**src/lsu_pkg.sv**
```systemverilog
// ################################################
// shared definitions for the tile load/store unit
// address map, operation encodings and the
// structs carried between host, unit and network
// ################################################

package lsu_pkg;

  localparam int data_width_c      = 32;
  localparam int mask_width_c      = 4;
  localparam int dmem_addr_width_c = 10;
  localparam int reg_addr_width_c  = 5;
  localparam int imm_width_c       = 12;
  localparam int tg_x_width_c      = 6;
  localparam int tg_y_width_c      = 5;

  // tile-group address layout
  localparam logic [2:0] tile_group_tag_c = 3'b001;
  localparam int tg_tag_lsb_c        = 29;
  localparam int tg_y_lsb_c          = 24;
  localparam int tg_x_lsb_c          = 18;
  // plain local space is the low 4 KB
  localparam int plain_local_width_c = 12;

  typedef enum logic [3:0] {
    mem_lw,
    mem_lh,
    mem_lhu,
    mem_lb,
    mem_lbu,
    mem_sw,
    mem_sh,
    mem_sb,
    mem_lr,
    mem_amoswap,
    mem_amoadd
  } mem_op_e;

  typedef enum logic [0:0] {
    amo_swap,
    amo_add
  } amo_type_e;

  typedef struct packed {
    mem_op_e                     op;
    logic [data_width_c-1:0]     rs1;
    logic [data_width_c-1:0]     rs2;
    logic [reg_addr_width_c-1:0] rd;
    logic [imm_width_c-1:0]      offset;
  } mem_op_s;

  typedef struct packed {
    logic       is_unsigned;
    logic       is_byte;
    logic       is_half;
    logic [1:0] part_sel;
  } load_info_s;

  typedef struct packed {
    logic                        write_not_read;
    logic                        is_amo;
    amo_type_e                   amo_type;
    logic [mask_width_c-1:0]     mask;
    load_info_s                  load_info;
    logic [reg_addr_width_c-1:0] reg_id;
    logic [data_width_c-1:0]     data;
    logic [data_width_c-1:0]     addr;
  } remote_req_s;

endpackage

```
**src/load_align.sv**
```systemverilog
// ################################################
// load return aligner
// moves the addressed byte or half down to bit 0
// and sign- or zero-extends it, for local and
// remote returns alike
// ################################################

`timescale 1ns/1ps

module load_align (
  input  logic [lsu_pkg::data_width_c-1:0] word_i,
  input  lsu_pkg::load_info_s              info_i,
  output logic [lsu_pkg::data_width_c-1:0] data_o
);

  logic [lsu_pkg::data_width_c-1:0] shifted;
  logic                             fill;

  assign shifted = word_i >> {info_i.part_sel, 3'b000};

  always_comb begin
    if (info_i.is_byte) begin
      fill   = !info_i.is_unsigned && shifted[7];
      data_o = {{24{fill}}, shifted[7:0]};
    end else if (info_i.is_half) begin
      fill   = !info_i.is_unsigned && shifted[15];
      data_o = {{16{fill}}, shifted[15:0]};
    end else begin
      // full word, untouched
      fill   = 1'b0;
      data_o = word_i;
    end
  end

endmodule

```
**config.mk**
```make
export PLATFORM = sky130hd
export DESIGN_NAME = load_align
export DESIGN_NICKNAME = d
export VERILOG_FILES = /design/src/lsu_pkg.sv /design/src/load_align.sv
export SDC_FILE = /design/constraint.sdc
export NUM_CORES = 1
export LEC_CHECK = 0
export BUFFER_PORTS_ARGS = -buffer_cell sky130_fd_sc_hd__buf_2
export CAP_MARGIN = 20
export CORE_MARGIN = 4
export CORE_UTILIZATION = 41
export DETAILED_ROUTE_END_ITERATION = 16
export GPL_TIMING_DRIVEN = 0
export PLACE_DENSITY = 0.85
export SETUP_SLACK_MARGIN = 0.4
export SKIP_LAST_GASP = 1
export SLEW_MARGIN = 10
export SYNTH_ARGS = -nofsm -noshare
export SYNTH_HDL_FRONTEND = slang
export SYNTH_SLANG_ARGS = --single-unit
```
**constraint.sdc**
```tcl
create_clock -name vclk -period 2.1
set_input_delay 0.315 -clock vclk [all_inputs]
set_output_delay 0.315 -clock vclk [all_outputs]
set_load 0.005 [all_outputs]
```
==> run metrics, run 1 <==
YS warnings=0; First Err=[ERROR DPL-0038] Utilization greater than 100%, impossible to legalize; io pins=69; cell taking the most area after synthesis=a21o_1; DIE HEIGHT=52.1 µm; Post-Syn Area=796 µm²; area share of the largest cell type after synthesis=15.1%; last stage reached=global routing; Initial Utilization=44.6%; worst endpoint pin kind=output port; largest cells by area after synthesis=a21o_1 15%, o221a_2 9.9%, nor2_1 9.4%; DP HPWL=2.64 mm; GR repair worst EP=data_o[17]; Die W=52.1 µm; pre-CTS setup slack=-154 ps; Mapped Avg Cell Area=5.94 µm²; count of input and output buffers=69; area post-placement=1170 µm²; Syn Inst Count=134; Syn Nets=171; synth unique cells=27; largest net degree at the start of global routing=11; Seq/Total Area, Yosys=0%; GPL Wtd Cong=0.834; top-count cell post-synth=nor2_1; status=aborted with a tool error; std cell rows=15; Post-CTS Hold Buffers=0; most instantiated cells after synthesis=20 x nor2_1, 16 x a21o_1, 14 x a21oi_1, 14 x nand3_1, 13 x clkbuf_1
through the flow:
step                      setup TNS, ps  std cells
after floorplan                       0        134
after detailed placement          -2260        228
after global placement            -1420        228
after CTS                             0        240
what timing repair did:
action,in CTS
endpoints found under the setup margin,32
hold endpoints to repair,0
setup buffers,11
pin swaps,11
gates resized for setup,77
cloned,1
cells by family after synthesis:
| group | synth area share [%] |
|---|---|
| buf+inv | 9.59 |
| compound gates | 53.5 |
| mux | 2.52 |
| simple gates | 34.4 |
==> run 2: changes to the inputs <==
--- a/config.mk
+++ b/config.mk
@@ -7,12 +7,11 @@
 export LEC_CHECK = 0
 export BUFFER_PORTS_ARGS = -buffer_cell sky130_fd_sc_hd__buf_2
 export CAP_MARGIN = 20
-export CORE_MARGIN = 4
-export CORE_UTILIZATION = 41
+export CORE_AREA = 4 4 65 67
 export DETAILED_ROUTE_END_ITERATION = 16
+export DIE_AREA = 0 0 69 71
 export GPL_TIMING_DRIVEN = 0
-export PLACE_DENSITY = 0.85
-export SETUP_SLACK_MARGIN = 0.4
+export PLACE_DENSITY_LB_ADDON = 0.15
 export SKIP_LAST_GASP = 1
 export SLEW_MARGIN = 10
 export SYNTH_ARGS = -nofsm -noshare
==> run 2 against run 1 <==
The flow now finishes without violations. Synthesized cell count is the same. Area after synthesis is the same.
==> run metrics, run 2 <==
status=complete, no violations (was aborted with a tool error); die area=4900 µm²; Core Box Area=3630 µm²; register area=0 µm²; largest net degree at the start of global routing=11; Psw=0.000154 W; drt pass-1 iters=4; Design Area, Final=1210 µm²; crit path time final=2010 ps; Mapped Avg Cell Area=5.94 µm² (unchanged); GPL Wtd Cong=0.821 (was 0.834); count of input and output buffers=69 (unchanged); crit path max fanout=10; Max Cap Viol=0; Seq/Total Area, Yosys=0% (unchanged); switching share of power=51.3%; final net count=240; Initial Utilization=21.9% (was 44.6%); ant diodes=0; RSZ-0062 raised after global routing=false; M2 GR Usage=25.0%; io pins=69 (unchanged); first-pass GRT wire length=5.97 mm; CP Launch Type=input port; share of layout cells above drive strength 1=46.3%; slew margin rel.=69.9%; Final Hold Violating Endpoints=0; crit share post-route=95.7%; DP HPWL=2.88 mm (was 2.64 mm); sequential power share=0%; Layout area overhead=52.4%; top-count cell post-synth=nor2_1 (unchanged); Worst EP required=1780 ps; most common cell after layout, fill and taps aside=buf_2; Post-route DRC=0; cell taking the most area after synthesis=a21o_1 (unchanged); largest cells by area after synthesis=a21o_1 15%, o221a_2 9.9%, nor2_1 9.4% (unchanged); area post-placement=1200 µm² (was 1170 µm²); measured slew at the worst slew-check pin=452 ps; LEAKAGE=0.697 nW; Most Used Layer, Global Route=met2; # setup viols final=0; Multi-input gate area=722 µm²; Placed Cells=251 (was 228); most instantiated cells after synthesis=20 x nor2_1, 16 x a21o_1, 14 x a21oi_1, 14 x nand3_1, 13 x clkbuf_1 (unchanged); Die W=69 µm (was 52.1 µm); post-route insts no fill=249; proportion of power drawn by combinational gates=100.0%; commonest cells after routing, fill and taps aside=70 x buf_2, 19 x nor2_1, 16 x a21o_1, 14 x nand3_1, 14 x a21oi_1; worst vdd ir=0.0000719 V; DIE HEIGHT=71 µm (was 52.1 µm); drt total wl=3.82 mm; M1 GR Usage=19.5%; Clock Buffer Count=0; via-per-instance ratio=5.02; Total GRT Usage=14.3%; Fill cells=441; internal cell power=0.000146 W; crit path DAT=1700 ps; Setup crit end kind=output port; Sum Neg Setup Slack=0 ps; power density over cell area=248 nW/µm²; Worst Hold Depth=3; GR Util met3=1.14%; clock power share=0%; initial drt markers=70; YS warnings=0 (unchanged); Via Count=1,250; sequential cells=0; Crit Path Class=input port to output port; post-route ant nets=0; WHS Endpoint=data_o[31]; HP Start=word_i[31]; Syn Inst Count=134 (unchanged); Final Max Tran Viols=0; area share of the largest cell type after synthesis=15.1% (unchanged); synth unique cells=27 (unchanged); Post-Syn Area=796 µm² (unchanged); std cell rows=22 (was 15); Hold Path Class=input port to output port; vias in the first global route=1,201; FMAX=497 MHz; Syn Nets=171 (unchanged); WL per Instance=15.3 µm; final global-route overflow total=0; initial antenna violation count=0
[run 2: cell counts after synthesis]
Identical to the previous run, type by type.
[run 2: layout make-up]
cell class | instances | area share, %
inverters | 3 | 0.929
repair buffers | 70 | 29.1
multi-input cells | 116 | 59.5
plain buffers | 12 | 5.47
well taps | 48 | 4.95
[run 2: power groups by stage]
stage | logic (W) | clock network [W] | registers [W]
after global routing | 0.000333 | 0 | 0
final | 0.000301 | 0 | 0
after detailed placement | 0.000299 | 0 | 0
after global placement | 0.000300 | 0 | 0
after floorplan | 0.000157 | 0 | 0
after CTS | 0.000304 | 0 | 0
[run 2: critical path, cell delays in order]
cell and delay, ps:
buf_2 120, clkbuf_2 210, nor2_2 230, clkbuf_4 270
clkbuf_2 270, a21o_1 170, buf_2 110
[run 2: worst max-delay path by stage]
stage | start | end | slack [ps] | depth (start not counted)
3_5_place_dp | info_i[3] | data_o[27] | -450 | 7
3_3_place_gp | info_i[3] | data_o[27] | -490 | 7
4_1_cts | info_i[3] | data_o[27] | 40 | 7
5_1_grt | info_i[3] | data_o[27] | 10 | 7
2_1_floorplan | info_i[3] | data_o[21] | 350 | 5
6_report | info_i[3] | data_o[27] | 90 | 7
[run 2: repair_timing]
item / in CTS / in global routing
cloned: 0 / 0
gates resized for setup: 7 / 6
pin swaps: 1 / 0
setup buffers: 1 / 0
setup endpoints to repair: 27 / 17
hold buffers: 0 / 0
[run 2: per-stage QoR]
stage / hold WS [ps] / total power, W / util, % / setup WS (ps)
finish: 916 / 0.000301 / 33.4 / 89.9
global route: 937 / 0.000333 / 33.4 / 10.3
CTS: 913 / 0.000304 / 33.3 / 38.5
detailed placement: 908 / 0.000299 / 33.1 / -450
global placement: 913 / 0.000300 / 33.1 / -487
floorplan: 728 / 0.000157 / - / 349
[run 2: cells by family after synthesis]
group                  count (synthesis)  share of synthesized area, %
muxes                                  2                          2.52
AOI/OAI and AO/OA                     57                          53.5
buffers and inverters                 18                          9.59
and+or+nand+nor                       57                          34.4
[run 2: routing by layer]
metal / part of all wire, % / up-vias
li1: - / 638
met4: 1.4 / 0
met2: 47 / 52
met3: 7.2 / 4
met5: 0 / -
met1: 44 / 556
Power figures use the tool's default switching activity.
