<file path="src/lsu_pkg.sv">
// ################################################
// shared definitions for the tile load/store unit
// address map, operation encodings and the
// structs carried between host, unit and network
// ################################################

package lsu_pkg;

  localparam int data_width_c      = 32;
  localparam int mask_width_c      = 4;
  localparam int dmem_addr_width_c = 10;
  localparam int reg_addr_width_c  = 5;
  localparam int imm_width_c       = 12;
  localparam int tg_x_width_c      = 6;
  localparam int tg_y_width_c      = 5;

  // tile-group address layout
  localparam logic [2:0] tile_group_tag_c = 3'b001;
  localparam int tg_tag_lsb_c        = 29;
  localparam int tg_y_lsb_c          = 24;
  localparam int tg_x_lsb_c          = 18;
  // plain local space is the low 4 KB
  localparam int plain_local_width_c = 12;

  typedef enum logic [3:0] {
    mem_lw,
    mem_lh,
    mem_lhu,
    mem_lb,
    mem_lbu,
    mem_sw,
    mem_sh,
    mem_sb,
    mem_lr,
    mem_amoswap,
    mem_amoadd
  } mem_op_e;

  typedef enum logic [0:0] {
    amo_swap,
    amo_add
  } amo_type_e;

  typedef struct packed {
    mem_op_e                     op;
    logic [data_width_c-1:0]     rs1;
    logic [data_width_c-1:0]     rs2;
    logic [reg_addr_width_c-1:0] rd;
    logic [imm_width_c-1:0]      offset;
  } mem_op_s;

  typedef struct packed {
    logic       is_unsigned;
    logic       is_byte;
    logic       is_half;
    logic [1:0] part_sel;
  } load_info_s;

  typedef struct packed {
    logic                        write_not_read;
    logic                        is_amo;
    amo_type_e                   amo_type;
    logic [mask_width_c-1:0]     mask;
    load_info_s                  load_info;
    logic [reg_addr_width_c-1:0] reg_id;
    logic [data_width_c-1:0]     data;
    logic [data_width_c-1:0]     addr;
  } remote_req_s;

endpackage

</file>
<file path="src/lsu_ctrl.sv">
// ################################################
// sequencer of the load/store unit
// runs the host and network four-phase handshakes,
// holds the operation while it is serviced and
// registers the returned load data
// ################################################

`timescale 1ns/1ps

module lsu_ctrl (
  input  logic                              clk_i,
  input  logic                              reset_i,
  input  logic                              op_req_i,
  input  lsu_pkg::mem_op_s                  op_i,
  input  logic                              is_local_i,
  input  logic                              remote_valid_i,
  input  logic                              remote_ack_i,
  input  logic [lsu_pkg::data_width_c-1:0]  remote_rdata_i,
  input  logic [lsu_pkg::data_width_c-1:0]  dmem_rdata_i,
  input  logic [lsu_pkg::data_width_c-1:0]  aligned_i,
  output logic                              op_ack_o,
  output lsu_pkg::mem_op_s                  op_o,
  output logic                              dmem_strobe_o,
  output logic                              remote_req_o,
  output logic [lsu_pkg::data_width_c-1:0]  raw_word_o,
  output logic [lsu_pkg::data_width_c-1:0]  load_data_o
);

  typedef enum logic [2:0] {
    st_idle,
    st_latch,
    st_local_access,
    st_local_capture,
    st_remote_req,
    st_remote_release,
    st_ack,
    st_wait_release
  } state_e;

  state_e                           state_q;
  logic [lsu_pkg::data_width_c-1:0] remote_word_q;
  logic                             is_store;

  assign is_store = (op_o.op == lsu_pkg::mem_sw) || (op_o.op == lsu_pkg::mem_sh) ||
                    (op_o.op == lsu_pkg::mem_sb);

  assign dmem_strobe_o = (state_q == st_local_access);
  assign raw_word_o    = is_local_i ? dmem_rdata_i : remote_word_q;

  // operation and network word are held until the next transfer
  always_ff @(posedge clk_i) begin
    if ((state_q == st_idle) && op_req_i) begin
      op_o <= op_i;
    end
    if ((state_q == st_remote_req) && remote_req_o && remote_ack_i) begin
      remote_word_q <= remote_rdata_i;
    end
  end

  always_ff @(posedge clk_i) begin
    if (!reset_i) begin
      state_q      <= st_idle;
      op_ack_o     <= 1'b0;
      remote_req_o <= 1'b0;
      load_data_o  <= '0;
    end else begin
      case (state_q)
        st_idle: begin
          // ack drops one cycle after the host released
          op_ack_o <= 1'b0;
          if (op_req_i) begin
            state_q <= st_latch;
          end
        end
        st_latch: begin
          state_q <= remote_valid_i ? st_remote_req : st_local_access;
        end
        st_local_access: begin
          state_q <= st_local_capture;
        end
        st_remote_req: begin
          if (!remote_req_o) begin
            remote_req_o <= 1'b1;
          end else if (remote_ack_i) begin
            remote_req_o <= 1'b0;
            state_q      <= st_remote_release;
          end
        end
        st_remote_release: begin
          if (!remote_ack_i) begin
            state_q <= st_ack;
          end
        end
        st_local_capture, st_ack: begin
          load_data_o <= is_store ? '0 : aligned_i;
          op_ack_o    <= 1'b1;
          state_q     <= st_wait_release;
        end
        st_wait_release: begin
          if (!op_req_i) begin
            state_q <= st_idle;
          end
        end
        default: begin
          state_q <= st_idle;
        end
      endcase
    end
  end

  // network side may stall for any number of cycles
  remote_req_hold_a : assert property (@(posedge clk_i) disable iff (!reset_i)
    remote_req_o && !remote_ack_i |=> remote_req_o)
    else $error("remote request dropped before the network acknowledged");

endmodule

</file>
<file path="config.mk">
export PLATFORM = sky130hd
export DESIGN_NAME = lsu_ctrl
export DESIGN_NICKNAME = d
export VERILOG_FILES = /design/src/lsu_pkg.sv /design/src/lsu_ctrl.sv
export SDC_FILE = /design/constraint.sdc
export NUM_CORES = 1
export LEC_CHECK = 0
export ABC_CLOCK_PERIOD_IN_PS = 13250
export BUFFER_PORTS_ARGS = -buffer_cell sky130_fd_sc_hd__buf_2
export CAP_MARGIN = 0
export CORE_AREA = 2 2 131 133
export DETAILED_ROUTE_END_ITERATION = 12
export DIE_AREA = 0 0 133 135
export PLACE_DENSITY = 0.62
export SYNTH_ARGS = -nofsm -noshare
export SYNTH_HDL_FRONTEND = slang
export SYNTH_SLANG_ARGS = --single-unit
</file>
<file path="constraint.sdc">
create_clock -name clk_i -period 13.25 [get_ports clk_i]
set_clock_uncertainty 0.2 [all_clocks]
set_input_delay 2.65 -clock clk_i [delete_from_list [all_inputs] [get_ports clk_i]]
set_output_delay 2.65 -clock clk_i [all_outputs]
set_load 0.1 [all_outputs]
</file>
==> out/qor.csv, run 1 <==
stage,metric,value,unit
global_routing,first-pass GRT wire length,22.58,mm
power,Pleak,3.466,nW
synthesis,area share of fa/ha/maj cells after synthesis,0,%
clock_network,CTS tree,built,
detailed_routing,Final ANT Viol Nets,0,
global_routing,vias in the first global route,4033,
timing,Worst Tran Pin Value,1.292,ns
detailed_routing,DR vias/cell,4.567,
floorplan,die width,133,um
setup_path,CP Cell Sequence,buf_2 -> mux2_2 -> buf_2,
layout,"commonest non-fill, non-tap cell in the layout",buf_2,
global_routing,initial antenna violation count,1,
floorplan,I/O pins,339,
setup_path,WP data arrival,3.89,ns
setup_path,crit-path leading delay family,buffers and inverters,
timing,RSZ-0062 raised after global routing,false,
setup_path,Crit Path Category,in2out,
synthesis,sequential-to-total area share from yosys stat,76.91,%
synthesis,syn_nets,525,
floorplan,FP Rows,47,
timing,# setup viols final,0,
synthesis,Post-synth EDFFs,117,
layout,Final nets,859,
synthesis,mapped cell area,5532,sq um
clock_network,Bufs on Longest Clock Path,2,
setup_path,startpoint types,primary input,
clock_network,Clock Tree Root,clkbuf_16,
placed_design,I/O Buffers,338,
timing,"Period Utilization, post-route",50.88,%
timing,min Tclk post-route,6.741,ns
timing,Max Slew Vio Count,0,
layout,Filler Cell Count,1483,
setup_path,CP bufs+invs,2,
layout,# diodes,0,
floorplan,initial core utilization,33.71,%
worst_hold_path,Hold WC Path Type,reg2reg,
synthesis,Yosys cell types,27,
layout,area of the multi-input gates,1116,sq um
floorplan,core area,16410,sq um
global_routing,Global Route Usage Sum,16.82,%
detailed_routing,WL/cell,17.34,um
setup_path,CP Max Fanout,32,
timing,Slew headroom,13.90,%
timing,Fin. Hold Viols,0,
global_routing,GR Overflow Total,0,
synthesis,Post-Synth XOR/XNOR Area,0.4976,%
clock_network,H-tree levels,4,
timing,Hold WS,0.2960,ns
detailed_routing,first-pass iteration count of the detailed router,4,
layout,Syn-to-layout area delta,43.70,%
synthesis,Synth Area in Compound Gates,9.274,%
detailed_routing,detailed-route via count,4133,
clock_network,# hold bufs at CTS,0,
synthesis,mux share of post-synthesis cell area,6.514,%
detailed_routing,initial DRC count,292,
clock_network,cts repair resizes,0,
placed_design,RD Place Congestion,0.7670,
run,MaxCap Viol Count,0,
synthesis,warnings from Yosys,0,
setup_path,critical path's slowest cell,buf_2,
synthesis,most frequently used flop master after synthesis,edfxtp_1,
power,Worst VDD drop,0.08655,mV
run_status,outcome,"complete, no violations",
synthesis,post-synthesis register bit count,154,
floorplan,die area,17960,sq um
floorplan,Die Ht,135,um
synthesis,largest family of logic cells by synthesized area,compound AO/OA/AOI/OAI gates,
detailed_routing,Total Routed Length,15.70,mm
clock_network,# clock sinks,154,
clock_network,post-CTS setup buffers,0,
setup_path,CP Capture Type,output pin,
global_routing,largest net degree at the start of global routing,86,
layout,layout cells sized above 1,59.12,%
clock_network,Num CTS Buffers,17,
layout,most frequent cells in the layout,"338 x buf_2, 117 x edfxtp_1, 37 x dfxtp_1",
detailed_routing,DRC Markers,0,
setup_path,Most common cell on crit path,buf_2,
synthesis,average cell area after synthesis,16.37,sq um
synthesis,synthesized netlist cell count,338,
setup_path,Worst path max stage delay,0.53,ns
setup_path,Worst EP required,10.40,ns
layout,Seq. cell area,4254,sq um
timing,fmax,148.3,MHz
placed_design,HPWL Detailed,11.78,mm
clock_network,Clock Latency Late Sink,0.41,ns
timing,setup TNS,0,ns
synthesis,"FFs w/ async S/R, synth",0,%
setup_path,R2R Setup Slk,10.88,ns
synthesis,fraction of the mapped netlist area in simple logic gates,3.642,%
power,Cell Pwr Density,169.3,nW/um^2
clock_network,clk slew on worst S/H paths,0.06,ns
[cell usage after synthesis (2+ instances only)]
master	number	area, sq um
a21oi_1	36	180.2
a31o_1	32	280.3
nor2_1	3	11.26
o21ai_0	2	10.01
mux2_2	30	337.8
buf_6	2	22.52
nor3_1	2	10.01
nand2b_1	2	12.51
inv_1	5	18.77
clkbuf_1	11	41.29
dfxtp_1	37	740.7
a211oi_1	2	15.01
buf_8	3	45.04
buf_2	8	40.04
mux2_1	2	22.52
edfxtp_1	117	3513
nand2_1	34	127.6
[metrics by stage]
step | power (W) | setup WS, ns | cell area, sq um | std cells | utilization [%]
6_report | 0.001346 | 6.509 | 7949 | 905 | 48.45
5_1_grt | 0.001392 | 6.424 | 7949 | 905 | 48.45
4_1_cts | 0.001359 | 6.507 | 7949 | 905 | 48.45
3_5_place_dp | 0.0008883 | 6.509 | 7371 | 873 | 44.92
3_3_place_gp | 0.0008844 | 6.557 | 7371 | 873 | 44.92
2_1_floorplan | 0.0008329 | 1.055 | 5532 | 338 | -
[sequential cells by signal, summed over array words and instances, names as in the netlist]
register	count
remote_req_o	1
load_data_o	32
state_q	3
op_ack_o	1
remote_word_q	32
op_o	85
[logic make-up (layout without fill, tap and decap cells)]
logic type                count (synthesis)  after routing
AOI/OAI and AO/OA                        75             75
xor gates and xnor gates                  1              1
buffers and inverters                    30            377
muxes                                    32             32
and+or+nand+nor                          46             46
DFF                                     154            154
[metal layers]
layer	track usage (%)	vias to the layer above	wire [um]
met5	0	-	7
met4	7.587	2	381
met3	6.381	31	1239
met2	28.27	200	8113
met1	19.16	1953	5954
li1	-	1947	-
[worst min-delay path, delay by kind of cell (launching register included)]
family | cells | cell delay (ns)
DFF | 1 | 0.34
buffers and inverters | 1 | 0.06
AOI/OAI and AO/OA | 1 | 0.05
[path summary, 6_finish.rpt]
kind | startpoint | to | depth (start not counted)
worst max-delay path | is_local_i | raw_word_o[9] | 3
worst min-delay path | remote_req_o | remote_req_o | 2
worst max register to register | state_q[2] | remote_word_q[0] | 2
worst min register to register | remote_req_o | remote_req_o | 2
[area by class of cell]
class	instances	share of cell area, %
multi-input combinational	154	14.04
tap	220	3.463
clock inverter	13	1.700
timing repair buffer	340	21.47
inverter	5	0.2361
clock buffer	19	5.572
sequential	154	53.52
[where the power goes]
| part | switching (W) | total [W] | internal [W] |
|---|---|---|---|
| combinational | 0.000267 | 0.000316 | 0.0000485 |
| clock | 0.000200 | 0.000469 | 0.000269 |
| sequential | 0.00000860 | 0.000561 | 0.000552 |
Note: power is estimated with default switching activity, not from simulation.
==> inputs of run 2 (changes only) <==
Settings changed: ABC_CLOCK_PERIOD_IN_PS 13250 to 6350.
Clock period 13.25 ns to 6.35 ns, I/O delays scaled along.
==> out/qor.csv, run 2 (same netlist as run 1, synthesis figures left out) <==
stage,metric,value,unit
run_status,outcome,"complete, no violations",
placed_design,Placed Area,7382,sq um
floorplan,I/O pins,339,
layout,largest registers,"op_o (85), load_data_o (32), remote_word_q (32)",
timing,fmax,250.6,MHz
timing,"Period Utilization, post-route",62.83,%
setup_path,CP Capture Type,output pin,
worst_hold_path,Hold Crit Depth,2,
layout,Filler Cell Count,1444,
layout,layout cells sized above 1,59.18,%
timing,Worst Tran Pin Value,1.274,ns
layout,Largest register FFs,85,
placed_design,RD Place Congestion,0.7704,
detailed_routing,first-pass iteration count of the detailed router,6,
setup_path,WP data arrival,2.52,ns
timing,min Tclk post-route,3.990,ns
timing,RSZ-0062 raised after global routing,false,
setup_path,Worst EP required,4.88,ns
power,Cell Pwr Density,354.1,nW/um^2
floorplan,core area,16410,sq um
detailed_routing,initial DRC count,196,
global_routing,Global Route Usage Sum,16.73,%
layout,largest register by flop count,op_o,
global_routing,first-pass GRT wire length,22.56,mm
layout,Syn-to-layout area delta,43.99,%
layout,final standard cell area without fillers,7965,sq um
floorplan,initial core utilization,33.71,%
detailed_routing,DRC Markers,0,
layout,Final nets,860,
timing,Slew headroom,15.04,%
detailed_routing,DR vias/cell,4.579,
layout,# diodes,0,
setup_path,R2R depth,3,
setup_path,startpoint types,primary input,
timing,setup TNS,0,ns
power,Pleak,3.473,nW
placed_design,HPWL Detailed,11.68,mm
floorplan,die width,133,um
global_routing,vias in the first global route,4090,
timing,Fin. Hold Viols,0,
clock_network,# hold bufs at CTS,0,
clock_network,CTS tree,built,
worst_hold_path,Hold WC Path Type,reg2reg,
timing,# setup viols final,0,
floorplan,FP Rows,47,
global_routing,GR Overflow Total,0,
global_routing,largest net degree at the start of global routing,86,
floorplan,die area,17960,sq um
clock_network,Num CTS Buffers,17,
clock_network,cts repair resizes,0,
floorplan,Die Ht,135,um
clock_network,# clock sinks,154,
placed_design,I/O Buffers,338,
layout,"commonest non-fill, non-tap cell in the layout",buf_2,
detailed_routing,Final ANT Viol Nets,0,
clock_network,Bufs on Longest Clock Path,2,
detailed_routing,Total Routed Length,15.67,mm
clock_network,Clock Tree Root,clkbuf_16,
clock_network,Clock Latency Late Sink,0.41,ns
clock_network,post-CTS setup buffers,0,
detailed_routing,detailed-route via count,4149,
detailed_routing,WL/cell,17.29,um
clock_network,H-tree levels,4,
clock_network,clk slew on worst S/H paths,0.06,ns
timing,Max Slew Vio Count,0,
layout,most frequent cells in the layout,"338 x buf_2, 117 x edfxtp_1, 37 x dfxtp_1",
power,Worst VDD drop,0.1702,mV
global_routing,initial antenna violation count,0,
run,MaxCap Viol Count,0,
setup_path,Crit Path Category,in2out,
setup_path,CP Max Fanout,32,
[run 2: cell count changes in the layout (fill, tap and decap cells not counted), sizes merged]
cell / delta
clkbuf: -1
buf: +1
inv: +1
clkinvlp: +1
clkinv: -1
[run 2: per-layer routing]
layer  track usage [%]  up-vias  share of wire, %
li1                  -     1940                 -
met4             7.109        0               1.9
met3             5.893       24               7.6
met5                 0        -                 0
met2             29.59      196                53
met1             18.29     1989                37
[run 2: critical path: stages]
cell	delay, ns
buf_2	0.53
mux2_2	0.28
buf_2	0.42
[run 2: cell type report]
| type | instances | area, sq um | area share (%) |
|---|---|---|---|
| sequential | 154 | 4254 | 53.41 |
| multi-input combinational | 154 | 1120 | 14.06 |
| timing repair buffer | 341 | 1714 | 21.52 |
| clock inverter | 14 | 153.9 | 1.932 |
| tap | 220 | 275.3 | 3.456 |
| inverter | 5 | 18.77 | 0.2356 |
| clock buffer | 18 | 429.2 | 5.388 |
[run 2: worst paths after layout]
path,from,to,slack (ns)
worst max-delay path,is_local_i,raw_word_o[25],2.36
worst min-delay path,remote_req_o,remote_req_o,0.30
worst max register to register,state_q[2],load_data_o[25],4.02
worst min register to register,remote_req_o,remote_req_o,0.30
[run 2: power by group]
part / leakage [nW] / internal [W] / switching [W]
combinational: 1.80 / 0.000102 / 0.000557
clock: 0.279 / 0.000556 / 0.000435
sequential: 1.39 / 0.00115 / 0.0000187
total: 3.47 / 0.00181 / 0.00101
[run 2: stage by stage]
| step | utilization, % | cells | power (W) | worst slack [ns] | hold WS (ns) |
|---|---|---|---|---|---|
| 4_1_cts | 48.55 | 906 | 0.002855 | 2.348 | 0.3091 |
| 2_1_floorplan | - | 338 | 0.001728 | 1.696 | 0.4260 |
| 3_5_place_dp | 44.99 | 874 | 0.001854 | 2.343 | 0.2976 |
| 3_3_place_gp | 44.99 | 874 | 0.001846 | 2.431 | 0.2761 |
| 6_report | 48.55 | 906 | 0.002820 | 2.360 | 0.2986 |
| 5_1_grt | 48.55 | 906 | 0.002921 | 2.283 | 0.3503 |
