[config.mk]
export PLATFORM = sky130hd
export DESIGN_NAME = lsu
export DESIGN_NICKNAME = d
export VERILOG_FILES = /design/src/lsu_pkg.sv /design/src/lsu.sv
export SDC_FILE = /design/constraint.sdc
export NUM_CORES = 1
export LEC_CHECK = 0
export ABC_AREA = 1
export BUFFER_PORTS_ARGS = -buffer_cell sky130_fd_sc_hd__clkbuf_2
export CORE_MARGIN = 1.5
export CORE_UTILIZATION = 40
export DETAILED_ROUTE_END_ITERATION = 10
export PLACE_DENSITY = 0.77
export REMOVE_ABC_BUFFERS = 1
export SYNTH_ARGS = -nofsm -noshare
export SYNTH_HDL_FRONTEND = slang
export SYNTH_SLANG_ARGS = --single-unit
export TNS_END_PERCENT = 20
[constraint.sdc]
create_clock -name vclk -period 2.55
set_input_delay 0.255 -clock vclk [all_inputs]
set_output_delay 0.255 -clock vclk [all_outputs]
set_load 0.03 [all_outputs]
[src/lsu_pkg.sv]
// ################################################
// shared definitions for the tile load/store unit
// address map, operation encodings and the
// structs carried between host, unit and network
// ################################################

package lsu_pkg;

  localparam int data_width_c      = 32;
  localparam int mask_width_c      = 4;
  localparam int dmem_addr_width_c = 10;
  localparam int reg_addr_width_c  = 5;
  localparam int imm_width_c       = 12;
  localparam int tg_x_width_c      = 6;
  localparam int tg_y_width_c      = 5;

  // tile-group address layout
  localparam logic [2:0] tile_group_tag_c = 3'b001;
  localparam int tg_tag_lsb_c        = 29;
  localparam int tg_y_lsb_c          = 24;
  localparam int tg_x_lsb_c          = 18;
  // plain local space is the low 4 KB
  localparam int plain_local_width_c = 12;

  typedef enum logic [3:0] {
    mem_lw,
    mem_lh,
    mem_lhu,
    mem_lb,
    mem_lbu,
    mem_sw,
    mem_sh,
    mem_sb,
    mem_lr,
    mem_amoswap,
    mem_amoadd
  } mem_op_e;

  typedef enum logic [0:0] {
    amo_swap,
    amo_add
  } amo_type_e;

  typedef struct packed {
    mem_op_e                     op;
    logic [data_width_c-1:0]     rs1;
    logic [data_width_c-1:0]     rs2;
    logic [reg_addr_width_c-1:0] rd;
    logic [imm_width_c-1:0]      offset;
  } mem_op_s;

  typedef struct packed {
    logic       is_unsigned;
    logic       is_byte;
    logic       is_half;
    logic [1:0] part_sel;
  } load_info_s;

  typedef struct packed {
    logic                        write_not_read;
    logic                        is_amo;
    amo_type_e                   amo_type;
    logic [mask_width_c-1:0]     mask;
    load_info_s                  load_info;
    logic [reg_addr_width_c-1:0] reg_id;
    logic [data_width_c-1:0]     data;
    logic [data_width_c-1:0]     addr;
  } remote_req_s;

endpackage

[src/lsu.sv]
// ################################################
// address path of the load/store unit
// computes the effective address, steers it to
// local memory or the network, and builds store
// lanes, byte mask and the remote request
// ################################################

`timescale 1ns/1ps

module lsu (
  input  logic                                   clk_i,
  input  logic                                   reset_i,
  input  lsu_pkg::mem_op_s                       op_i,
  input  logic [lsu_pkg::tg_x_width_c-1:0]       tg_x_cord_i,
  input  logic [lsu_pkg::tg_y_width_c-1:0]       tg_y_cord_i,
  output logic                                   is_local_o,
  output logic                                   remote_valid_o,
  output logic                                   dmem_w_o,
  output logic [lsu_pkg::dmem_addr_width_c-1:0]  dmem_addr_o,
  output logic [lsu_pkg::data_width_c-1:0]       dmem_data_o,
  output logic [lsu_pkg::mask_width_c-1:0]       dmem_mask_o,
  output logic                                   reserve_o,
  output lsu_pkg::remote_req_s                   remote_data_o,
  output lsu_pkg::load_info_s                    load_info_o
);

  logic [lsu_pkg::data_width_c-1:0] mem_addr;
  logic [lsu_pkg::data_width_c-1:0] store_data;
  logic [lsu_pkg::mask_width_c-1:0] store_mask;
  logic is_byte;
  logic is_half;
  logic is_unsigned;
  logic is_store;
  logic is_amo;
  logic is_lr;
  logic is_tile_group_local;
  logic is_plain_local;
  logic is_local_addr;

  assign mem_addr = op_i.rs1 + {{(lsu_pkg::data_width_c - lsu_pkg::imm_width_c)
                                 {op_i.offset[lsu_pkg::imm_width_c-1]}}, op_i.offset};

  // opcode decode
  always_comb begin
    is_byte     = (op_i.op == lsu_pkg::mem_lb) || (op_i.op == lsu_pkg::mem_lbu) ||
                  (op_i.op == lsu_pkg::mem_sb);
    is_half     = (op_i.op == lsu_pkg::mem_lh) || (op_i.op == lsu_pkg::mem_lhu) ||
                  (op_i.op == lsu_pkg::mem_sh);
    is_unsigned = (op_i.op == lsu_pkg::mem_lbu) || (op_i.op == lsu_pkg::mem_lhu);
    is_store    = (op_i.op == lsu_pkg::mem_sw) || (op_i.op == lsu_pkg::mem_sh) ||
                  (op_i.op == lsu_pkg::mem_sb);
    is_amo      = (op_i.op == lsu_pkg::mem_amoswap) || (op_i.op == lsu_pkg::mem_amoadd);
    is_lr       = (op_i.op == lsu_pkg::mem_lr);
  end

  // replicate store lanes so the mask picks the live ones
  always_comb begin
    if (is_byte) begin
      store_data = {4{op_i.rs2[7:0]}};
      store_mask = 4'b0001 << mem_addr[1:0];
    end else if (is_half) begin
      store_data = {2{op_i.rs2[15:0]}};
      store_mask = mem_addr[1] ? 4'b1100 : 4'b0011;
    end else begin
      // word stores and amo
      store_data = op_i.rs2;
      store_mask = 4'b1111;
    end
  end

  // tile-group form naming our own x/y
  assign is_tile_group_local =
    (mem_addr[lsu_pkg::data_width_c-1:lsu_pkg::tg_tag_lsb_c] == lsu_pkg::tile_group_tag_c) &&
    (mem_addr[lsu_pkg::tg_y_lsb_c +: lsu_pkg::tg_y_width_c] == tg_y_cord_i) &&
    (mem_addr[lsu_pkg::tg_x_lsb_c +: lsu_pkg::tg_x_width_c] == tg_x_cord_i);

  assign is_plain_local = (mem_addr[lsu_pkg::data_width_c-1:lsu_pkg::plain_local_width_c] == '0);
  assign is_local_addr  = is_plain_local || is_tile_group_local;

  // amo always goes out since the far side executes it
  assign is_local_o     = is_local_addr && !is_amo;
  assign remote_valid_o = !is_local_addr || is_amo;

  assign dmem_w_o    = is_store;
  assign dmem_addr_o = mem_addr[2 +: lsu_pkg::dmem_addr_width_c];
  assign dmem_data_o = store_data;
  assign dmem_mask_o = store_mask;
  assign reserve_o   = is_lr && is_local_addr;

  always_comb begin
    load_info_o.is_unsigned = is_unsigned;
    load_info_o.is_byte     = is_byte;
    load_info_o.is_half     = is_half;
    load_info_o.part_sel    = mem_addr[1:0];

    remote_data_o.write_not_read = is_store;
    remote_data_o.is_amo         = is_amo;
    remote_data_o.amo_type       = (op_i.op == lsu_pkg::mem_amoadd) ? lsu_pkg::amo_add
                                                                    : lsu_pkg::amo_swap;
    remote_data_o.mask           = store_mask;
    remote_data_o.load_info      = load_info_o;
    remote_data_o.reg_id         = op_i.rd;
    remote_data_o.data           = store_data;
    remote_data_o.addr           = mem_addr;
  end

  // the held operation must respect the address map while it is in flight
  amo_not_local_a : assert property (@(posedge clk_i) disable iff (!reset_i)
    is_amo |-> !is_local_addr)
    else $error("amo aimed at local data memory, addr %h", mem_addr);

  lr_not_remote_a : assert property (@(posedge clk_i) disable iff (!reset_i)
    is_lr |-> is_local_addr)
    else $error("load-reserved aimed at a remote address, addr %h", mem_addr);

endmodule

==> results.tsv, run 1 <==
metric	value	unit
multi_input_area	0.003741	mm²
switching_share	63.02	%
finalMaxSlewViolations	0	
portBuffers	222	
top_layer	met4	
min_period	2858	ps
ys_seq_area_share	0	%
die_h	99.31	µm
ff_latch_area	0	µm²
crit_fanout	5	
via_count	5764	
max-slew-margin-rel	52.38	%
yosys.area.top_type	nand2_1	
slowest_stage	ha_4	
placed_area	0.005209	mm²
status	finished, violations left	
antenna_cells	0	
antenna_found_initial	0	
final_layout_size_suffix_gt1_share	56.16	%
critical_path_class	in2out	
total_power	2.436	mW
leakage	3.832	nW
avgRoutedWirePerCell	15.90	µm
p_switching	1.535	mW
grt_max_degree	28	
dr_wl_met2	8360	µm
finalHoldWorstSlack	510.2	ps
num_rows	34	
crit_path_max_incr_delay	310	ps
dieArea	0.009861	mm²
grt.total_usage	27.32	%
period_share	112.1	%
synthToLayoutAreaGrowth	76.19	%
m1WireLength	6799	µm
max_freq	0.3499	GHz
dp_hpwl	11860	µm
clkPwrFrac	0	%
die_w	99.31	µm
finalSetupViolations	3	
firstDrtPassIters	6	
synth_area_per_cell	5.110	µm²
hold_path_startpoint	op_i[12]	
start_util	41.93	%
nFillCells	659	
route.detailed.drc	0	
drt_iter0_drc	383	
yosysUniqueCellTypes	32	
crit_chain	buf_12 -> buf_12 -> ha_4 -> nand2_4 -> o21bai_1 -> inv_1 -> nand2_1 -> inv_1 -> nand2_1 -> nand2_2 -> nand3_1 -> nand2_1 -> nor2_2 -> nand3_2 -> nor2_2 -> nand2_2 -> a21oi_2 -> clkbuf_8	
gp_congestion	0.9981	
tightest_slew	711.7	ps
peakVddDrop	0.3008	mV
rsz0062_at_grt	true	
grt_pass1_vias	4942	
hold_viol_final	0	
endpoint_kind	primary output	
arrival	2600	ps
wl_met3	1487	µm
crit_required	2300	ps
cp_common_cell	nand2_1	
synth_area	0.003710	mm²
violations	negative setup slack	
viasPerCell	5.207	
drt-total-wl	17600	µm
p_int	0.9010	mW
coreArea	0.008848	mm²
clockBufferCount	0	
synth_top_area_share	26.21	%
worst_setup_path_start_kind	primary input	
pin_count	234	
yosysWarnings	0	
cap_violations	0	
nFlopsAndLatches	0	
dp_slack	-474.2	ps
whs_endpoint	remote_data_o[64]	
pwr-share-comb	100.0	%
min_path_cells	0	
power.share.sequential	0	%
finalNetCount	1131	
synthCells	726	
grt_pass1_wl	22590	µm
ant_nets	0	
grt_overflow_total	0	
setup_ws	-307.9	ps
power.density	372.8	mW/mm²
synth.area.top_cells	nand2_1 (26%), buf_4 (14%), inv_1 (12%)	
fin_area	0.006536	mm²
min_path_type	in2out	
placed cells by master, fill, tap and decap left out, types with 2 or more instances in the layout:
master | netlist | layout
a21oi_1 | 27 | 13
a21oi_2 | 4 | 13
a21oi_4 | 0 | 5
buf_12 | 0 | 3
buf_4 | 71 | 113
buf_6 | 0 | 9
clkbuf_2 | 0 | 217
clkbuf_8 | 0 | 2
ha_1 | 31 | 7
ha_4 | 0 | 23
inv_1 | 122 | 112
inv_2 | 0 | 10
nand2_1 | 259 | 178
nand2_2 | 14 | 68
nand2_4 | 0 | 24
nand2_8 | 0 | 3
nand3_1 | 44 | 27
nand3_2 | 3 | 18
nand3_4 | 0 | 2
nand3b_1 | 6 | 6
nand4_1 | 4 | 4
nor2_1 | 62 | 37
nor2_2 | 7 | 17
nor2_4 | 1 | 16
nor3_1 | 7 | 3
nor3_2 | 1 | 3
nor3_4 | 0 | 2
o21ai_0 | 28 | 25
o21ai_1 | 1 | 2
o21ai_2 | 0 | 2
o21bai_1 | 2 | 2
xnor2_1 | 3 | 3
xor2_1 | 15 | 14
power by group through the flow:
| stage | combinational [mW] | clock (mW) | sequential [mW] |
|---|---|---|---|
| after CTS | 2.10 | 0 | 0 |
| after detailed placement | 1.95 | 0 | 0 |
| after floorplan | 1.15 | 0 | 0 |
| after global placement | 1.93 | 0 | 0 |
| after global routing | 2.57 | 0 | 0 |
| final | 2.44 | 0 | 0 |
critical path: cells and delay by family:
kind,cells,cell delay (ps)
compound gates,2,440
fa+ha+maj,1,310
buf+inv,5,600
simple gates,10,980
cell usage after synthesis, types with 2 or more instances:
cell type  number
xor2_1         15
nand3_2         3
clkbuf_1        4
nand3_1        44
buf_4          71
ha_1           31
nand2_2        14
a21oi_2         4
nand2_1       259
inv_1         122
nand3b_1        6
a21oi_1        27
o21bai_1        2
o21ai_0        28
xnor2_1         3
nand4_1         4
nor3_1          7
nor2_1         62
nor2_2          7
cells by family (layout without fill, tap and decap cells):
logic type	Yosys count	after routing	synth area share (%)
AO/OA/AOI/OAI	65	65	9.679
XOR/XNOR	19	19	4.857
adder cells (fa/ha/maj)	32	32	10.99
buffers and inverters	198	471	27.22
AND/OR/NAND/NOR	412	412	47.25
how the worst max path moves through the flow:
stage | start | to | slack, ps | cells past startpoint
floorplan | op_i[82] | dmem_mask_o[0] | -960 | 5
global placement | op_i[11] | reserve_o | -470 | 15
detailed placement | op_i[11] | reserve_o | -470 | 15
CTS | op_i[11] | reserve_o | -210 | 20
global route | op_i[11] | is_local_o | -460 | 15
finish | op_i[11] | reserve_o | -310 | 18
stage by stage:
| stage | utilization (%) | instances | TNS [ps] |
|---|---|---|---|
| floorplan | - | 651 | -39260 |
| global placement | 58.87 | 1086 | -1355 |
| detailed placement | 58.87 | 1086 | -1402 |
| CTS | 65.00 | 1094 | -591.4 |
| global route | 73.87 | 1107 | -1513 |
| finish | 73.87 | 1107 | -881.6 |
final cells by class:
cell class	instances	share of cell area, %
Inverter	123	7.064
Multi-Input combinational cell	528	57.24
Timing Repair Buffer	348	33.63
Tap cell	108	2.067
routing by layer:
metal,global-route usage (%),up-vias
li1,-,2725
met1,36.14,2588
met2,47.10,362
met3,3.162,89
met4,7.042,0
met5,0,-
what timing repair did:
item                       CTS  global route
pin swaps                   29           106
setup endpoints to repair    5             7
hold buffers                 0             0
gates cloned                 1             1
setup buffers                7            12
resized for setup           91           176
(Power assumes the default switching activity.)
==> run 2, diff against run 1 <==
--- a/config.mk
+++ b/config.mk
@@ -12,6 +12,7 @@
 export DETAILED_ROUTE_END_ITERATION = 10
 export PLACE_DENSITY = 0.77
 export REMOVE_ABC_BUFFERS = 1
+export SKIP_LAST_GASP = 1
 export SYNTH_ARGS = -nofsm -noshare
 export SYNTH_HDL_FRONTEND = slang
 export SYNTH_SLANG_ARGS = --single-unit
==> run 2 against run 1 <==
  * The flow still finishes with violations (negative setup slack)
  * First-iteration DRC count decreased by 7.3%
  * Sequential cell count unchanged
  * Maximum frequency up 0.58%
  * Critical path depth up 2
  * Cell count is 0.18% lower
  * Worst hold slack is the same
  * Sequential share of layout area is the same
  * Setup slack better by 16 ps
  * Critical endpoint is now is_local_o
==> results.tsv, run 2 (same netlist as run 1, synthesis figures left out) <==
metric	value	unit	change
route.detailed.drc	0		unchanged
drt-total-wl	17230	µm	-2.1%
cap_violations	0		unchanged
cp_top_family	simple AND/OR/NAND/NOR gates		
min_path_cells	0		unchanged
hold_viol_final	0		unchanged
portBuffers	222		unchanged
die_w	99.31	µm	unchanged
ff_latch_area	0	µm²	unchanged
finalSetupViolations	4		+1
ctsHoldBuffers	0		unchanged
drt_iter0_drc	355		-7.3%
cp_common_cell	nand2_1		
gp_congestion	0.9981		unchanged
crit_path_max_incr_delay	300	ps	about the same
critical_path_class	in2out		
grt.total_usage	27.29	%	-0.029 points
clkPwrFrac	0	%	unchanged
peakVddDrop	0.3004	mV	-0.16%
worst_setup_path_start_kind	primary input		
grt_pass1_wl	22580	µm	about the same
ant_nets	0		unchanged
pwr-share-comb	100.0	%	about the same
max-slew-margin-rel	53.07	%	+0.69 points
hold_path_startpoint	op_i[12]		
p_int	0.9031	mW	+0.24%
clockBufferCount	0		unchanged
status	finished, violations left		
rsz0062_at_grt	true		
grt_pass1_vias	4934		-0.16%
die_h	99.31	µm	unchanged
finalHoldWorstSlack	510.2	ps	unchanged
period_share	111.4	%	-0.64 points
setup_ws	-291.5	ps	+16.37 ps
final_layout_size_suffix_gt1_share	56.27	%	+0.11 points
finalMaxSlewViolations	0		unchanged
grt_max_degree	28		unchanged
cp.buffers_inverters	3		-2
crit_chain	buf_12 -> buf_16 -> ha_4 -> nand2_1 -> nand2_1 -> nand2_1 -> nand2_1 -> nand2_1 -> nand2_1 -> a21oi_4 -> nand2_2 -> nand2_2 -> nand2_2 -> nand2_2 -> nor2_2 -> nand3_2 -> nor2_2 -> nand2_2 -> a21oi_2 -> clkbuf_8		
mostFrequentLayoutCell	clkbuf_2		
dp_hpwl	11860	µm	unchanged
leakage	3.782	nW	-1.3%
via_count	5691		-1.3%
nFlopsAndLatches	0		unchanged
pin_count	234		unchanged
dieArea	0.009861	mm²	unchanged
start_util	41.93	%	unchanged
power.density	373.6	mW/mm²	+0.22%
violations	negative setup slack		
power.share.sequential	0	%	unchanged
finalNetCount	1129		-0.18%
max_freq	0.3519	GHz	+0.58%
tightest_slew	701.3	ps	-10.38 ps
crit_required	2300	ps	about the same
slowest_stage	ha_4		
arrival	2590	ps	about the same
layout_common_cells	clkbuf_2 (219), nand2_1 (179), buf_4 (113), inv_1 (109), nand2_2 (70)		
synthToLayoutAreaGrowth	75.78	%	
num_rows	34		unchanged
setup_total_negative_slack	-953.2	ps	-71.63 ps
antenna_cells	0		unchanged
min_path_type	in2out		
min_period	2842	ps	-16.37 ps
crit_fanout	4		-1
antenna_found_initial	0		unchanged
whs_endpoint	remote_data_o[64]		
firstDrtPassIters	5		-1
switching_share	62.93	%	-0.095 points
viasPerCell	5.150		-1.1%
coreArea	0.008848	mm²	unchanged
p_switching	1.533	mW	-0.16%
avgRoutedWirePerCell	15.59	µm	-1.9%
grt_overflow_total	0		unchanged
endpoint_kind	primary output		
total_power	2.436	mW	about the same
-- run 2: cell types whose count changed in the layout (fill, tap and decap cells not counted), moves of 2 or more --
cell,previous run,this run
inv_1,112,109
inv_2,10,13
nand2_4,24,21
nor2_2,17,14
a21oi_2,13,11
buf_6,9,7
clkbuf_2,217,219
nand2_2,68,70
nor2_4,16,18
-- run 2: worst max-delay path by stage --
| stage | from | to | depth (start not counted) |
|---|---|---|---|
| final | op_i[11] | is_local_o | 20 |
| after global routing | op_i[11] | is_local_o | 15 |
| after CTS | op_i[11] | reserve_o | 20 |
| after detailed placement | op_i[11] | reserve_o | 15 |
| after global placement | op_i[11] | reserve_o | 15 |
| after floorplan | op_i[82] | dmem_mask_o[0] | 5 |
-- run 2: through the flow --
| step | worst slack (ps) | cells | utilization, % | instance area [µm²] |
|---|---|---|---|---|
| after global routing | -397.1 | 1105 | 73.70 | 6521 |
| after floorplan | -961.0 | 651 | - | 3162 |
| final | -291.5 | 1105 | 73.70 | 6521 |
| after CTS | -213.1 | 1094 | 64.76 | 5731 |
| after global placement | -465.6 | 1086 | 58.87 | 5209 |
| after detailed placement | -474.2 | 1086 | 58.87 | 5209 |
-- run 2: timing repair --
action                     4_1_cts  5_1_grt
pin swaps                       29      101
gates resized for setup         88      176
setup endpoints to repair        5        7
cloned                           1        1
setup buffers                    7       10
-- run 2: area by class of cell --
| type | count | area, µm² |
|---|---|---|
| multi-input cells | 528 | 3761 |
| fillers | 690 | 2327 |
| repair buffers | 346 | 2163 |
| well taps | 108 | 135.1 |
| inverters | 123 | 461.7 |
-- run 2: power groups by stage --
stage          clock network (mW)  logic (mW)  registers [mW]
2_1_floorplan                   0        1.15               0
3_3_place_gp                    0        1.93               0
3_5_place_dp                    0        1.95               0
4_1_cts                         0        2.10               0
5_1_grt                         0        2.57               0
6_report                        0        2.44               0
-- run 2: per-layer routing --
metal	up-vias	share of wire, %	wire length [µm]	GRT usage, %
met3	79	8.6	1481	3.233
met5	-	0	0	0
met2	356	49	8367	47.05
met4	0	4.7	812	6.609
li1	2717	-	-	-
met1	2539	38	6566	36.23
